$ cat src/rename_cfg_pkg.sv
`default_nettype none

package rename_cfg_pkg;

    // ~~~~~~~~~~~~~~~~~~~~~~~~~~~~~~~~~~~~~~~~~~~~~~~~~~~~~~~~~~~~~~~~~~~~~~
    // register file and lane sizes
    // ~~~~~~~~~~~~~~~~~~~~~~~~~~~~~~~~~~~~~~~~~~~~~~~~~~~~~~~~~~~~~~~~~~~~~~

    localparam int preg_size    = 32;                   // physical registers
    localparam int preg_width   = $clog2(preg_size);    // index bits
    localparam int fetch_width  = 2;                    // dispatch lanes
    localparam int wb_size      = 2;                    // writeback lanes
    localparam int commit_width = 2;                    // walk lanes

    // ~~~~~~~~~~~~~~~~~~~~~~~~~~~~~~~~~~~~~~~~~~~~~~~~~~~~~~~~~~~~~~~~~~~~~~
    // register index and mask types
    // ~~~~~~~~~~~~~~~~~~~~~~~~~~~~~~~~~~~~~~~~~~~~~~~~~~~~~~~~~~~~~~~~~~~~~~

    typedef logic [preg_width-1:0] preg_idx_t;         // one physical register
    typedef logic [preg_size-1:0]  preg_mask_t;        // one bit per register

    // ~~~~~~~~~~~~~~~~~~~~~~~~~~~~~~~~~~~~~~~~~~~~~~~~~~~~~~~~~~~~~~~~~~~~~~
    // lane bundles
    // ~~~~~~~~~~~~~~~~~~~~~~~~~~~~~~~~~~~~~~~~~~~~~~~~~~~~~~~~~~~~~~~~~~~~~~

    // Rename hands over up to fetch_width newly allocated destinations
    // per cycle. Lane i uses en[i] and rd[i].
    typedef struct packed {
        logic      [fetch_width-1:0] en;                // lane has a destination
        preg_idx_t [fetch_width-1:0] rd;                // allocated preg
    } dispatch_t;

    // Writeback broadcast. A lane without we produced no register result
    // (stores, branches) and must not wake anything.
    typedef struct packed {
        logic      [wb_size-1:0] en;                    // lane finished
        logic      [wb_size-1:0] we;                    // lane writes a preg
        preg_idx_t [wb_size-1:0] rd;                    // written preg
    } wakeup_t;

endpackage

`default_nettype wire

$ cat src/backend_ctrl_pkg.sv
`default_nettype none

package backend_ctrl_pkg;

    // ~~~~~~~~~~~~~~~~~~~~~~~~~~~~~~~~~~~~~~~~~~~~~~~~~~~~~~~~~~~~~~~~~~~~~~
    // pipeline control
    // ~~~~~~~~~~~~~~~~~~~~~~~~~~~~~~~~~~~~~~~~~~~~~~~~~~~~~~~~~~~~~~~~~~~~~~

    // flush request from the backend
    typedef struct packed {
        logic redirect;                                 // younger ops being squashed
    } backend_ctrl_t;

    // ~~~~~~~~~~~~~~~~~~~~~~~~~~~~~~~~~~~~~~~~~~~~~~~~~~~~~~~~~~~~~~~~~~~~~~
    // rollback walk
    // ~~~~~~~~~~~~~~~~~~~~~~~~~~~~~~~~~~~~~~~~~~~~~~~~~~~~~~~~~~~~~~~~~~~~~~

    // While walk is high the commit stage steps back through squashed
    // entries and hands their destination registers back as ready.
    typedef struct packed {
        logic                                                     walk;  // walk cycle
        logic [rename_cfg_pkg::commit_width-1:0]                  we;    // lane had a dest
        rename_cfg_pkg::preg_idx_t [rename_cfg_pkg::commit_width-1:0] prd; // preg to restore
    } walk_t;

endpackage

`default_nettype wire

$ cat src/busy_clear_unit.sv
`timescale 1ns/10ps
`default_nettype none

module busy_clear_unit (
    input  wire rename_cfg_pkg::wakeup_t   wakeup,
    input  wire backend_ctrl_pkg::walk_t   walk,
    output rename_cfg_pkg::preg_mask_t     wb_mask,
    output rename_cfg_pkg::preg_mask_t     walk_mask
);

    // writeback side
    logic [rename_cfg_pkg::wb_size-1:0]                        wb_live;
    rename_cfg_pkg::preg_mask_t [rename_cfg_pkg::wb_size-1:0]  wb_lane_mask;

    // walk side
    logic [rename_cfg_pkg::commit_width-1:0]                       walk_live;
    rename_cfg_pkg::preg_mask_t [rename_cfg_pkg::commit_width-1:0] walk_lane_mask;

    // ~~~~~~~~~~~~~~~~~~~~~~~~~~~~~~~~~~~~~~~~~~~~~~~~~~~~~~~~~~~~~~~~~~~~~~
    // writeback wakeup
    // ~~~~~~~~~~~~~~~~~~~~~~~~~~~~~~~~~~~~~~~~~~~~~~~~~~~~~~~~~~~~~~~~~~~~~~

    assign wb_live = wakeup.en & wakeup.we;             // result actually written

    for (genvar i = 0; i < rename_cfg_pkg::wb_size; i++) begin : g_wb
        rename_cfg_pkg::preg_mask_t onehot;

        assign onehot          = rename_cfg_pkg::preg_mask_t'(1) << wakeup.rd[i];
        assign wb_lane_mask[i] = onehot
                               & {rename_cfg_pkg::preg_size{wb_live[i]}};
    end

    always_comb begin
        wb_mask = '0;
        for (int i = 0; i < rename_cfg_pkg::wb_size; i++) begin
            wb_mask = wb_mask | wb_lane_mask[i];
        end
    end

    // ~~~~~~~~~~~~~~~~~~~~~~~~~~~~~~~~~~~~~~~~~~~~~~~~~~~~~~~~~~~~~~~~~~~~~~
    // rollback walk restore
    // ~~~~~~~~~~~~~~~~~~~~~~~~~~~~~~~~~~~~~~~~~~~~~~~~~~~~~~~~~~~~~~~~~~~~~~

    // Walk lanes carry the destinations of squashed ops. They are only
    // meaningful while the walk flag is up.
    assign walk_live = walk.we & {rename_cfg_pkg::commit_width{walk.walk}};

    for (genvar i = 0; i < rename_cfg_pkg::commit_width; i++) begin : g_walk
        rename_cfg_pkg::preg_mask_t onehot;

        assign onehot            = rename_cfg_pkg::preg_mask_t'(1) << walk.prd[i];
        assign walk_lane_mask[i] = onehot
                                 & {rename_cfg_pkg::preg_size{walk_live[i]}};
    end

    // Kept apart from wb_mask. The read ports bypass writeback results
    // but a walk only takes effect in the stored bitmap.
    always_comb begin
        walk_mask = '0;
        for (int i = 0; i < rename_cfg_pkg::commit_width; i++) begin
            walk_mask = walk_mask | walk_lane_mask[i];
        end
    end

endmodule

`default_nettype wire

$ cat src/busy_set_unit.sv
`timescale 1ns/10ps
`default_nettype none

module busy_set_unit (
    input  wire rename_cfg_pkg::dispatch_t       dispatch,
    input  wire backend_ctrl_pkg::backend_ctrl_t backend_ctrl,
    output rename_cfg_pkg::preg_mask_t           set_mask
);

    // per-lane decode
    rename_cfg_pkg::preg_mask_t [rename_cfg_pkg::fetch_width-1:0] lane_mask;

    // lanes that really allocate this cycle
    logic [rename_cfg_pkg::fetch_width-1:0] lane_live;

    // ~~~~~~~~~~~~~~~~~~~~~~~~~~~~~~~~~~~~~~~~~~~~~~~~~~~~~~~~~~~~~~~~~~~~~~
    // lane qualification
    // ~~~~~~~~~~~~~~~~~~~~~~~~~~~~~~~~~~~~~~~~~~~~~~~~~~~~~~~~~~~~~~~~~~~~~~

    // A redirect squashes everything in rename, so nothing it dispatches
    // in that cycle may leave a register marked busy.
    assign lane_live = dispatch.en
                     & {rename_cfg_pkg::fetch_width{~backend_ctrl.redirect}};

    // ~~~~~~~~~~~~~~~~~~~~~~~~~~~~~~~~~~~~~~~~~~~~~~~~~~~~~~~~~~~~~~~~~~~~~~
    // destination decode
    // ~~~~~~~~~~~~~~~~~~~~~~~~~~~~~~~~~~~~~~~~~~~~~~~~~~~~~~~~~~~~~~~~~~~~~~

    for (genvar i = 0; i < rename_cfg_pkg::fetch_width; i++) begin : g_lane
        rename_cfg_pkg::preg_mask_t onehot;

        assign onehot       = rename_cfg_pkg::preg_mask_t'(1) << dispatch.rd[i];  // index to bit
        assign lane_mask[i] = onehot
                            & {rename_cfg_pkg::preg_size{lane_live[i]}};        // drop idle lane
    end

    // ~~~~~~~~~~~~~~~~~~~~~~~~~~~~~~~~~~~~~~~~~~~~~~~~~~~~~~~~~~~~~~~~~~~~~~
    // lane merge
    // ~~~~~~~~~~~~~~~~~~~~~~~~~~~~~~~~~~~~~~~~~~~~~~~~~~~~~~~~~~~~~~~~~~~~~~

    always_comb begin
        set_mask = '0;
        for (int i = 0; i < rename_cfg_pkg::fetch_width; i++) begin
            set_mask = set_mask | lane_mask[i];         // lanes never collide in practice
        end
    end

endmodule

`default_nettype wire

$ cat src/busy_table.sv
`timescale 1ns/10ps
`default_nettype none

module busy_table #(
    parameter int READ_PORTS = 4
) (
    input  wire                                             clk,
    input  wire                                             rst_n,
    input  wire rename_cfg_pkg::preg_mask_t                 set_mask,
    input  wire rename_cfg_pkg::preg_mask_t                 wb_mask,
    input  wire rename_cfg_pkg::preg_mask_t                 walk_mask,
    input  wire rename_cfg_pkg::preg_idx_t [READ_PORTS-1:0] src_preg,
    output logic [READ_PORTS-1:0]                           src_ready
);

    rename_cfg_pkg::preg_mask_t ready_q;                // stored ready bitmap
    rename_cfg_pkg::preg_mask_t ready_byp;              // bitmap seen by readers
    rename_cfg_pkg::preg_mask_t ready_d;

    // ~~~~~~~~~~~~~~~~~~~~~~~~~~~~~~~~~~~~~~~~~~~~~~~~~~~~~~~~~~~~~~~~~~~~~~
    // bitmap update
    // ~~~~~~~~~~~~~~~~~~~~~~~~~~~~~~~~~~~~~~~~~~~~~~~~~~~~~~~~~~~~~~~~~~~~~~

    // this cycle's writebacks count as ready already
    assign ready_byp = ready_q | wb_mask;

    // Clearing goes last. A register reallocated in the same cycle that an
    // older producer of it wakes up belongs to the new producer and must
    // stay busy.
    assign ready_d = (ready_byp | walk_mask) & ~set_mask;

    always_ff @(posedge clk or negedge rst_n) begin
        if (!rst_n) begin
            ready_q <= '1;                              // nothing in flight
        end else begin
            ready_q <= ready_d;
        end
    end

    // ~~~~~~~~~~~~~~~~~~~~~~~~~~~~~~~~~~~~~~~~~~~~~~~~~~~~~~~~~~~~~~~~~~~~~~
    // read ports
    // ~~~~~~~~~~~~~~~~~~~~~~~~~~~~~~~~~~~~~~~~~~~~~~~~~~~~~~~~~~~~~~~~~~~~~~

    always_comb begin
        src_ready = '0;
        for (int p = 0; p < READ_PORTS; p++) begin
            src_ready[p] = ready_byp[src_preg[p]];      // walk restores not bypassed
        end
    end

endmodule

`default_nettype wire

$ cat src/busy_top.sv
`timescale 1ns/10ps
`default_nettype none

module busy_top #(
    parameter int READ_PORTS = 4
) (
    input  wire                                             clk,
    input  wire                                             rst_n,
    input  wire rename_cfg_pkg::dispatch_t                  dispatch,
    input  wire rename_cfg_pkg::wakeup_t                    wakeup,
    input  wire backend_ctrl_pkg::walk_t                    walk,
    input  wire backend_ctrl_pkg::backend_ctrl_t            backend_ctrl,
    input  wire rename_cfg_pkg::preg_idx_t [READ_PORTS-1:0] src_preg,
    output logic [READ_PORTS-1:0]                           src_ready
);

    rename_cfg_pkg::preg_mask_t set_mask;               // dispatch marks busy
    rename_cfg_pkg::preg_mask_t wb_mask;                // writeback marks ready
    rename_cfg_pkg::preg_mask_t walk_mask;              // rollback walk marks ready

    // ~~~~~~~~~~~~~~~~~~~~~~~~~~~~~~~~~~~~~~~~~~~~~~~~~~~~~~~~~~~~~~~~~~~~~~
    // mask builders
    // ~~~~~~~~~~~~~~~~~~~~~~~~~~~~~~~~~~~~~~~~~~~~~~~~~~~~~~~~~~~~~~~~~~~~~~

    busy_set_unit u_busy_set_unit (
        .dispatch     (dispatch),
        .backend_ctrl (backend_ctrl),
        .set_mask     (set_mask)
    );

    busy_clear_unit u_busy_clear_unit (
        .wakeup    (wakeup),
        .walk      (walk),
        .wb_mask   (wb_mask),
        .walk_mask (walk_mask)
    );

    // ~~~~~~~~~~~~~~~~~~~~~~~~~~~~~~~~~~~~~~~~~~~~~~~~~~~~~~~~~~~~~~~~~~~~~~
    // ready bitmap
    // ~~~~~~~~~~~~~~~~~~~~~~~~~~~~~~~~~~~~~~~~~~~~~~~~~~~~~~~~~~~~~~~~~~~~~~

    busy_table #(
        .READ_PORTS (READ_PORTS)
    ) u_busy_table (
        .clk       (clk),
        .rst_n     (rst_n),
        .set_mask  (set_mask),
        .wb_mask   (wb_mask),
        .walk_mask (walk_mask),
        .src_preg  (src_preg),
        .src_ready (src_ready)
    );

endmodule

`default_nettype wire

$ cat config.mk
export PLATFORM = sky130hd
export DESIGN_NAME = busy_top
export DESIGN_NICKNAME = d
export VERILOG_FILES = /design/src/rename_cfg_pkg.sv /design/src/backend_ctrl_pkg.sv /design/src/busy_clear_unit.sv /design/src/busy_set_unit.sv /design/src/busy_table.sv /design/src/busy_top.sv
export SDC_FILE = /design/constraint.sdc
export NUM_CORES = 1
export LEC_CHECK = 0
export ABC_AREA = 0
export BUFFER_PORTS_ARGS = -buffer_cell sky130_fd_sc_hd__clkbuf_2
export CORE_MARGIN = 2
export CORE_UTILIZATION = 25
export DETAILED_ROUTE_END_ITERATION = 7
export PLACE_DENSITY_LB_ADDON = 0.12
export SETUP_SLACK_MARGIN = 0.4
export SLEW_MARGIN = 10
export SYNTH_ARGS = -nofsm -noshare
export SYNTH_HDL_FRONTEND = slang
export SYNTH_SLANG_ARGS = --single-unit
$ cat constraint.sdc
create_clock -name clk -period 1.7 [get_ports clk]
set_input_delay 0.085 -clock clk [delete_from_list [all_inputs] [get_ports clk]]
set_output_delay 0.085 -clock clk [all_outputs]
set_load 0.02 [all_outputs]
After elaboration in Yosys (flattened, before gate mapping)
Cells that the tools add are included.
{"block": "op_classes", "shift": 6, "magnitude_cmp": 4, "n_mux": 8, "bitwise": 17}
{"op": "32-bit bitwise AND", "count": 7}
{"op": "1-bit by 5-bit left shift with 32-bit output, first input constant", "count": 6}
{"op": "32-bit bitwise OR", "count": 5}
{"op": "32-bit inverter", "count": 1}
{"op": "5-bit by 6-bit less-than comparator with 1-bit output, second input constant", "count": 4}
{"op": "1-bit binary-select mux with 5-bit select", "count": 4}
{"op": "2-bit bitwise AND", "count": 3}
{"op": "1-bit two-way mux", "count": 4}
{"op": "1-bit inverter", "count": 1}
{"block": "word_totals", "input_bits": 62, "reg_bits": 32, "elab_cells": 36}

Depth between registers and ports, before layout
Gate-level depths: netlist (run 1).
{"block": "depth", "word_depth": 6, "depth_mapped": 7, "depth_no_buf": 6}

Hierarchy
A second synthesis (run 1) with hierarchy kept.
{"block": "unflattened", "cells_unflattened": 507, "area_unflattened_um2": 3786.1}
{"mod": "busy_table", "instances": 1, "area_per_inst_um2": 2398.6, "cells_each": 296, "seq_area_each_um2": 840.8}
{"mod": "busy_clear_unit", "instances": 1, "area_per_inst_um2": 880.8, "cells_each": 146, "seq_area_each_um2": 0.0}
{"mod": "busy_set_unit", "instances": 1, "area_per_inst_um2": 506.7, "cells_each": 65, "seq_area_each_um2": 0.0}

Worst setup path before layout (run 1)
Ideal clock, no wire load.
{"block": "synth_timing", "path_type": "input-to-output", "startpoint": "in wakeup[6] in the netlist's numbering", "endpoint": "out src_ready[2]", "cell_stages": 7, "arrival_ps": 2077, "path_slack_ps": -462, "t_required_ps": 1615, "path_cell_list": "buf_4 or3b_4 o221ai_4 nor2_2 a2111oi_2 nor4_1 nor4_1"}
{"block": "synth_between", "elab_chain_len": 6}
{"element": "start: declaration", "line_no": "busy_top.sv:10", "source": "input wire rename_cfg_pkg::wakeup_t wakeup,"}
{"element": "1-bit by 5-bit left shift with 32-bit output", "line_no": "busy_clear_unit.sv:28", "source": "assign onehot = rename_cfg_pkg::preg_mask_t'(1) << wakeup.rd[i];"}
{"element": "32-bit bitwise AND", "line_no": "busy_clear_unit.sv:30", "source": "& {rename_cfg_pkg::preg_size{wb_live[i]}};"}
{"element": "32-bit bitwise OR", "line_no": "busy_clear_unit.sv:36", "source": "wb_mask = wb_mask | wb_lane_mask[i];"}
{"element": "32-bit bitwise OR", "line_no": "busy_table.sv:25", "source": "assign ready_byp = ready_q | wb_mask;"}
{"element": "1-bit binary-select mux with 5-bit select", "line_no": "busy_table.sv:47", "source": "src_ready[p] = ready_byp[src_preg[p]];"}
{"element": "1-bit two-way mux (not written as such)", "line_no": "busy_table.sv:47"}
{"element": "end: declaration", "line_no": "busy_top.sv:14", "source": "output logic [READ_PORTS-1:0] src_ready"}
Every way passes these cells. The select of a mux whose other input is x is not followed.

Final worst setup path (run 1)
{"block": "layout_timing", "startpoint": "reg u_busy_table.ready_q[21]", "endpoint": "out src_ready[1]"}
{"block": "layout_between", "elab_chain_len": 3}
{"element": "start: declaration", "line_no": "busy_table.sv:16", "source": "rename_cfg_pkg::preg_mask_t ready_q;"}
{"element": "start signal: assignment", "line_no": "busy_table.sv:36", "source": "ready_q <= ready_d;"}
{"element": "32-bit bitwise OR", "line_no": "busy_table.sv:25"}
{"element": "1-bit binary-select mux with 5-bit select", "line_no": "busy_table.sv:47"}
{"element": "1-bit two-way mux (not written as such)", "line_no": "busy_table.sv:47"}
Every way passes these cells. The select of a mux whose other input is x is not followed.

==> results of run 1 <==
[power by group]
part | switching [uW] | internal, uW | leakage [uW]
clock network | 303 | 686 | 0.0000798
logic | 2170 | 2110 | 0.00251
registers | 173 | 1170 | 0.000337
[final cells by class]
class                      instances  area [um2]
sequential                        32         841
tap                              216         270
inverter                          13        48.8
multi-input combinational        456        4060
fill                            1559        8420
timing repair buffer             259        2140
clock inverter                     3        42.5
clock buffer                       5         125
[worst max-delay path, stage by stage, from the launching register on]
cell       delay (ns)
dfstp_2          0.38
a221o_2          0.41
a211o_1          0.37
a2111oi_4        0.37
nor4_4           0.08
clkbuf_2         0.17
[path summary, 6_finish.rpt]
| path | start | to | slack (ns) | cells after the start |
|---|---|---|---|---|
| worst max register to register | u_busy_table.ready_q[28] | u_busy_table.ready_q[28] | -0.25 | 8 |
| min in group clk | dispatch[0] | u_busy_table.ready_q[2] | 0.28 | 4 |
| worst max-delay path | u_busy_table.ready_q[21] | src_ready[1] | -0.43 | 5 |
| worst min-delay path | rst_n | u_busy_table.ready_q[2] | 0.25 | 1 |
| worst min register to register | u_busy_table.ready_q[15] | u_busy_table.ready_q[15] | 0.73 | 3 |
| max in group asynchronous | rst_n | u_busy_table.ready_q[10] | 1.41 | 1 |
[per-stage QoR]
step	instance area [um2]	instances
after detailed placement	5980	953
after CTS	6990	975
after global routing	7520	984
after global placement	5980	953
after floorplan	4290	538
final	7520	984
[logic make-up after synthesis]
kind of cell           Yosys count  synth area share
buffers and inverters           51            0.0543
and+or+nand+nor                259             0.343
muxes                            1           0.00244
DFF                             32             0.205
AOI/OAI and AO/OA              195             0.396
[cell usage in the layout (no fill, tap or decap), types with 4 or more instances in the layout]
| cell | netlist | layout |
|---|---|---|
| o221a_2 | 4 | 4 |
| and3_4 | 0 | 4 |
| nor4_4 | 0 | 4 |
| a211oi_2 | 1 | 10 |
| o221ai_1 | 6 | 4 |
| a211oi_1 | 23 | 10 |
| nor3_1 | 41 | 31 |
| nand2b_1 | 16 | 16 |
| a32oi_1 | 11 | 10 |
| a221oi_4 | 1 | 11 |
| and2_1 | 5 | 4 |
| nor2_4 | 0 | 12 |
| buf_4 | 4 | 140 |
| clkbuf_2 | 1 | 50 |
| nand2_1 | 32 | 28 |
| buf_6 | 1 | 60 |
| clkbuf_16 | 0 | 6 |
| a21oi_1 | 26 | 21 |
| nor3_2 | 0 | 8 |
| nor2b_1 | 15 | 13 |
| o21ai_0 | 8 | 6 |
| a221oi_2 | 4 | 13 |
| nor4_1 | 18 | 8 |
| a211o_1 | 4 | 4 |
| a211oi_4 | 0 | 4 |
| a22oi_1 | 8 | 8 |
| buf_12 | 0 | 4 |
| nor2_2 | 2 | 4 |
| nor2_1 | 70 | 56 |
| inv_1 | 13 | 11 |
| nor3b_1 | 4 | 4 |
| dfstp_2 | 32 | 32 |
| nor4_2 | 0 | 6 |
| a22o_1 | 10 | 10 |
| a222oi_1 | 13 | 13 |
| nand3_1 | 16 | 14 |
| nand3b_1 | 5 | 5 |
[repair_timing]
| action | CTS | global route |
|---|---|---|
| hold endpoints to repair | 0 | 0 |
| setup buffers | 14 | 8 |
| resized for setup | 150 | 104 |
| setup endpoints to repair | 26 | 30 |
| gates cloned | 0 | 1 |
| pin swaps | 30 | 25 |
[layer usage]
| layer | GRT usage | up-vias | routed length, um |
|---|---|---|---|
| met1 | 0.355 | 2784 | 10300 |
| met4 | 0.114 | 2 | 1010 |
| li1 | - | 2645 | - |
| met5 | 0 | - | 7 |
| met2 | 0.393 | 313 | 10400 |
| met3 | 0.0542 | 53 | 1920 |
==> flow_metrics.py, run 1 <==
metrics = {
    "outcome": {
        "status": "complete, but fails checks",
        "violations": "negative setup slack",
    },
    "sta": {
        "hold_ws_ns": 0.254,
        "setup_viol": 5,
        "period_needed_ns": 2.13,
        "fin_skew_ns": 0,
        "finalWorstSetupSlack_ns": -0.432,
        "grt_setup_unrepaired": "yes",
        "fin_crit_sh": 1.25,
        "slew_headroom": 0.314,
        "worst_pin_slew_ns": 1.03,
        "fin_tns_setup_ns": -1.88,
        "max_freq_ghz": 0.469,
        "hold_viol_final": 0,
        "drv_slew": 0,
    },
    "finish": {
        "antenna_cells": 0,
        "largest-register": "u_busy_table.ready_q",
        "final_nets": 829,
        "largest_reg_flops": 32,
        "top_regs": "u_busy_table.ready_q: 32 flops",
        "area_delta_synth_final_pct": 83.4,
        "drive_gt1_frac": 0.583,
        "utilization": 0.472,
    },
    "setup_path": {
        "critical_path_required_ns": 1.62,
        "crit_path_max_fanout": 4,
        "setup.worst_path.class": "register to primary output",
        "critical_path_arrival_ns": 2.05,
        "start_kind": "register",
        "cp-end-kind": "primary output",
    },
    "floorplan": {
        "rows": 46,
        "pin_count": 66,
        "die_h_um": 132,
        "die_area_mm2": 0.0174,
        "start_util": 0.257,
        "coreArea_mm2": 0.0159,
        "dieWidth_um": 132,
    },
    "pwr": {
        "vdd_drop_max_uv": 509,
        "p_total_uw": 6610,
        "power_density_mw_per_mm2": 878,
        "power.leakage_uw": 0.00292,
    },
    "global_route": {
        "grt_pass1_vias": 5608,
        "grt_overflow": 0,
        "grt_pass1_wl_mm": 34.2,
        "grt_max_degree": 33,
        "grt.total_usage": 0.259,
        "antenna_found_initial": 1,
    },
    "cts": {
        "cts.sinks": 32,
        "cts-root-buf": "clkbuf_16",
        "cts_tree": "done",
        "clockBufferDepth": 2,
        "path_clk_slew_ns": 0.05,
        "cts_max_level": 2,
        "clk_latency_ns": 0.27,
        "hold_buffers": 0,
        "cts_buffers": 5,
    },
    "detailed_routing": {
        "wl_mm": 23.6,
        "drc": 0,
        "vias_per_cell": 5.89,
        "wl_per_cell_um": 24.0,
        "dr.pass1.iters": 5,
        "drt_iter0_drc": 643,
        "num_vias": 5797,
        "ant_nets": 0,
    },
    "synth": {
        "yosysMostFrequentCell": "nor2_1",
        "yosysWarnings": 0,
        "yosys.area.top_type_share": 0.205,
        "synthCells": 538,
        "synth_nets": 600,
        "async_reset_ff_frac": 1.00,
        "avgSynthCellArea_um2": 7.62,
        "seq_area_frac_synth": 0.205,
        "synth_area_leaders": "dfstp_2, nor2_1, nor3_1, a211oi_1, a221oi_1",
        "ys.flop_type": "dfstp_2",
        "ys_ff_latch": 32,
        "synth_commonest_cells": "nor2_1, nor3_1, dfstp_2, nand2_1, a21oi_1",
        "syn_area_mm2": 0.00410,
        "synth_edf_count": 0,
        "ys_types": 74,
        "synth_top_area_cell": "dfstp_2",
    },
    "place": {
        "portBuffers": 65,
        "preCtsSetupSlack_ns": -0.587,
        "gp_congestion": 1.02,
        "hpwl_mm": 18.3,
    },
    "worst_hold_path": {
        "hold_class": "input port to async pin",
    },
    "flow_run": {
        "maxCapViolCount": 0,
    },
}
Note: power is estimated with default switching activity, not from simulation.
==> run 2, diff against run 1 <==
==> constraint.sdc (replaced) <==
create_clock -name clk -period 2.7 [get_ports clk]
set_input_delay 0.135 -clock clk [delete_from_list [all_inputs] [get_ports clk]]
set_output_delay 0.135 -clock clk [all_outputs]
set_load 0.02 [all_outputs]
==> flow_metrics.py, run 2 (synthesis gave the netlist of run 1 again) <==
metrics = {
    "floorplan": {
        "start_util": 0.257,
        "die_h_um": 132,
        "pin_count": 66,
        "dieWidth_um": 132,
        "rows": 46,
        "coreArea_mm2": 0.0159,
        "die_area_mm2": 0.0174,
    },
    "sta": {
        "hold_viol_final": 0,
        "grt_setup_unrepaired": "yes",
        "finalWorstSetupSlack_ns": 0.388,
        "setup_viol": 0,
        "worst_pin_slew_ns": 0.981,
        "fin_crit_sh": 0.856,
        "max_freq_ghz": 0.433,
        "period_needed_ns": 2.31,
        "drv_slew": 0,
        "slew_headroom": 0.340,
        "fin_tns_setup_ns": 0,
        "fin_skew_ns": 0,
    },
    "cts": {
        "clk_latency_ns": 0.28,
        "cts_max_level": 2,
        "cts_tree": "done",
        "cts-root-buf": "clkbuf_16",
        "hold_buffers": 0,
        "cts.sinks": 32,
        "clockBufferDepth": 2,
        "path_clk_slew_ns": 0.05,
        "cts_buffers": 5,
    },
    "setup_path": {
        "critical_path_arrival_ns": 2.18,
        "critPathTopFamily": "simple AND/OR/NAND/NOR gates",
        "cp-end-kind": "primary output",
        "crit_path_max_fanout": 13,
        "crit_chain": "buf_4 > or4b_4 > o221ai_4 > buf_6 > o221ai_2 > o31ai_4 > nor4_2 > nor4_2 > buf_4",
        "path_buf_inv": 3,
        "cp_slowest_stage_delay_ns": 0.60,
        "critical_path.slowest_cell": "or4b_4",
        "setup.worst_path.class": "input port to primary output",
        "start_kind": "input port",
        "critical_path_required_ns": 2.57,
    },
    "finish": {
        "largest_reg_flops": 32,
        "largest-register": "u_busy_table.ready_q",
        "final_nets": 691,
        "final_common_cell": "nor2_1",
        "antenna_cells": 0,
        "drive_gt1_frac": 0.359,
        "most-common-layout-cells": "nor2_1, buf_4, clkbuf_2",
        "area_delta_synth_final_pct": 32.9,
        "top_regs": "u_busy_table.ready_q: 32 flops",
    },
    "detailed_routing": {
        "vias_per_cell": 6.27,
        "dr.pass1.iters": 6,
        "wl_mm": 21.7,
        "drc": 0,
        "wl_per_cell_um": 25.7,
        "ant_nets": 0,
        "num_vias": 5306,
        "drt_iter0_drc": 910,
    },
    "pwr": {
        "power_density_mw_per_mm2": 584,
        "clkPwrFrac": 0.179,
        "internal_power_uw": 1800,
        "power.leakage_uw": 0.00198,
        "power_frac_seq": 0.257,
        "netSwitchingFraction": 0.434,
        "p_switching_uw": 1380,
        "vdd_drop_max_uv": 230,
        "p_total_uw": 3180,
        "comb_power_share": 0.565,
    },
    "global_route": {
        "grt.total_usage": 0.240,
        "grt_pass1_vias": 4839,
        "antenna_found_initial": 0,
        "grt_pass1_wl_mm": 31.4,
        "grt_max_degree": 33,
        "grt_overflow": 0,
    },
    "place": {
        "gp_congestion": 0.954,
        "hpwl_mm": 17.0,
        "portBuffers": 65,
        "preCtsSetupSlack_ns": 0.166,
    },
    "worst_hold_path": {
        "hold_class": "input port to async pin",
    },
    "flow_run": {
        "maxCapViolCount": 0,
    },
    "outcome": {
        "status": "finished, final reports clean",
    },
}
==> run 2: per-layer routing <==
layer | GRT usage | wire length (um)
met3 | 0.0369 | 1830
met1 | 0.344 | 9630
met4 | 0.0966 | 952
met5 | 0 | 0
met2 | 0.357 | 9290
==> run 2: worst register-to-register path, cell delays in order, from the launching register on <==
cell	delay [ns]
dfstp_2	0.37
a221o_2	0.42
buf_4	0.18
a221oi_1	0.37
a221oi_1	0.14
==> run 2: path summary, 6_finish.rpt <==
kind | to | start | depth (start not counted) | slack (ns)
min reg2reg | u_busy_table.ready_q[15] | u_busy_table.ready_q[15] | 3 | 0.79
min in group clk | u_busy_table.ready_q[26] | walk[5] | 4 | 0.37
min | u_busy_table.ready_q[12] | rst_n | 1 | 0.30
max | src_ready[3] | wakeup[1] | 9 | 0.39
max reg2reg | u_busy_table.ready_q[21] | u_busy_table.ready_q[21] | 4 | 1.12
max in group asynchronous | u_busy_table.ready_q[25] | rst_n | 1 | 2.36
==> run 2: layout make-up <==
type	count	area, um2
sequential	32	841
fill	1704	10500
multi-input combinational	455	3330
tap	216	270
inverter	13	48.8
clock buffer	7	143
timing repair buffer	122	812
clock inverter	1	7.51
==> run 2: power by group through the flow <==
stage                     Clock [uW]  Combinational [uW]  Sequential [uW]
after global routing             601                1860              831
final                            569                1800              817
after CTS                        576                1610              810
after global placement             0                1590              815
after floorplan                    0                 758              767
after detailed placement           0                1570              813
==> run 2: metrics by stage <==
step / utilization / hold WS [ns] / std cells / area (um2)
4_1_cts: 0.321 / 0.339 / 835 / 5110
5_1_grt: 0.342 / 0.388 / 846 / 5450
3_5_place_dp: 0.305 / 0.630 / 825 / 4870
3_3_place_gp: 0.305 / 0.633 / 825 / 4870
2_1_floorplan: - / -0.0128 / 538 / 4100
6_report: 0.342 / 0.302 / 846 / 5450
==> run 2: what timing repair did <==
item	in CTS	in global routing
setup buffers	2	11
setup endpoints to repair	4	4
resized for setup	21	56
pin swaps	5	14
==> run 3, diff against run 2 <==
--- a/config.mk
+++ b/config.mk
@@ -7,10 +7,13 @@
 export LEC_CHECK = 0
 export ABC_AREA = 0
 export BUFFER_PORTS_ARGS = -buffer_cell sky130_fd_sc_hd__clkbuf_2
+export CELL_PAD_IN_SITES_DETAIL_PLACEMENT = 0
+export CELL_PAD_IN_SITES_GLOBAL_PLACEMENT = 2
 export CORE_MARGIN = 2
 export CORE_UTILIZATION = 25
 export DETAILED_ROUTE_END_ITERATION = 7
 export PLACE_DENSITY_LB_ADDON = 0.12
+export REMOVE_ABC_BUFFERS = 1
 export SETUP_SLACK_MARGIN = 0.4
 export SLEW_MARGIN = 10
 export SYNTH_ARGS = -nofsm -noshare
==> flow_metrics.py, run 3 (synthesis gave the netlist of run 1 again) <==
metrics = {
    "outcome": {
        "status": "complete, but fails checks",
        "violations": "design-rule violations",
    },
    "pwr": {
        "internal_power_uw": 1750,
        "netSwitchingFraction": 0.432,
        "power.leakage_uw": 0.00195,
        "clkPwrFrac": 0.180,
        "comb_power_share": 0.563,
        "vdd_drop_max_uv": 228,
        "power_density_mw_per_mm2": 576,
        "p_switching_uw": 1340,
        "power_frac_seq": 0.257,
    },
    "place": {
        "portBuffers": 65,
        "gp_congestion": 1.01,
        "dpl_cell_area_mm2": 0.00484,
        "preCtsSetupSlack_ns": 0.126,
        "hpwl_mm": 16.7,
    },
    "floorplan": {
        "start_util": 0.257,
        "dieWidth_um": 132,
        "rows": 46,
        "die_area_mm2": 0.0174,
        "coreArea_mm2": 0.0159,
        "die_h_um": 132,
        "pin_count": 66,
    },
    "cts": {
        "cts_tree": "done",
        "path_clk_slew_ns": 0.05,
        "clockBufferDepth": 2,
        "clk_latency_ns": 0.27,
        "cts-root-buf": "clkbuf_16",
        "cts.sinks": 32,
        "cts_buffers": 5,
        "cts_max_level": 2,
    },
    "global_route": {
        "grt_max_degree": 33,
        "grt_util_met2": 0.364,
        "grt_use_met1": 0.346,
        "grt_pass1_wl_mm": 31.8,
        "grt_overflow": 0,
        "met3_usage": 0.0392,
        "antenna_found_initial": 0,
        "grt_pass1_vias": 4835,
        "busiest_layer": "met2",
        "grt.total_usage": 0.241,
    },
    "finish": {
        "utilization": 0.337,
        "antenna_cells": 0,
        "most-common-layout-cells": "nor2_1, clkbuf_2, buf_4",
        "final_nets": 689,
        "largest-register": "u_busy_table.ready_q",
        "drive_gt1_frac": 0.350,
        "top_regs": "u_busy_table.ready_q: 32 flops",
        "area_delta_synth_final_pct": 30.9,
        "final_area_mm2": 0.00537,
        "largest_reg_flops": 32,
        "final_common_cell": "nor2_1",
    },
    "setup_path": {
        "critical_path_arrival_ns": 2.13,
        "crit_path_max_fanout": 8,
        "worstRegToRegCells": 5,
        "start_kind": "input port",
        "setup.worst_path.class": "input port to primary output",
        "critical_path_required_ns": 2.57,
        "cp-end-kind": "primary output",
    },
    "sta": {
        "finalWorstSetupSlack_ns": 0.435,
        "slew_headroom": 0.419,
        "setup_viol": 0,
        "period_needed_ns": 2.26,
        "fin_skew_ns": 0,
        "grt_setup_unrepaired": "yes",
        "fin_crit_sh": 0.839,
        "max_freq_ghz": 0.442,
        "hold_viol_final": 0,
        "worst_pin_slew_ns": 0.864,
        "fin_tns_setup_ns": 0,
        "drv_slew": 0,
    },
    "detailed_routing": {
        "wl_per_cell_um": 25.8,
        "vias_per_cell": 6.23,
        "dr.pass1.iters": 8,
        "num_vias": 5262,
        "wl_mm": 21.8,
        "drc": 2,
        "ant_nets": 0,
        "drt_iter0_drc": 993,
    },
    "flow_run": {
        "maxCapViolCount": 0,
    },
    "worst_hold_path": {
        "hold_class": "input port to async pin",
    },
}
-- run 3: final cells by class --
class | count | area [um2]
Fill cell | 1692 | 10600
Clock buffer | 8 | 146
Timing Repair Buffer | 120 | 792
Sequential cell | 32 | 841
Inverter | 13 | 48.8
Multi-Input combinational cell | 455 | 3270
Tap cell | 216 | 270
-- run 3: repair_timing --
action,CTS,global route
gates resized for setup,27,41
hold buffers,0,0
setup endpoints to repair,4,4
pin swaps,7,14
setup buffers,4,9
-- run 3: final timing paths --
kind,startpoint,to,slack [ns]
max in group asynchronous,rst_n,u_busy_table.ready_q[5],2.34
worst min register to register,u_busy_table.ready_q[15],u_busy_table.ready_q[15],0.82
worst max-delay path,wakeup[13],src_ready[2],0.44
min in group clk,walk[8],u_busy_table.ready_q[26],0.37
worst min-delay path,rst_n,u_busy_table.ready_q[24],0.32
worst max register to register,u_busy_table.ready_q[5],u_busy_table.ready_q[5],1.19
-- run 3: worst max-delay path, cell delays in order --
cell	delay, ns
clkbuf_2	0.15
and4_1	0.34
a221o_2	0.51
o22ai_1	0.18
o21ai_0	0.13
nor4_2	0.42
nor4_4	0.09
buf_4	0.17
-- run 3: metrics by stage --
stage	power [uW]	std cells	hold WS (ns)
after floorplan	1470	500	-0.0128
after global placement	2350	823	0.636
after detailed placement	2310	823	0.623
after CTS	2920	835	0.346
after global routing	3200	844	0.403
final	3090	844	0.321
-- run 3: metal layers --
metal / vias up / share of wire / routed length (um)
met5: - / 0 / 0
met3: 57 / 0.094 / 2040
met1: 2497 / 0.44 / 9550
met4: 0 / 0.038 / 828
li1: 2363 / - / -
met2: 345 / 0.43 / 9330
-- run 3: power groups by stage --
stage / Clock (uW) / Combinational (uW) / Sequential [uW]
after global placement: 0 / 1560 / 793
after global routing: 587 / 1800 / 809
after detailed placement: 0 / 1520 / 792
final: 555 / 1740 / 796
after CTS: 557 / 1570 / 791
after floorplan: 0 / 706 / 767
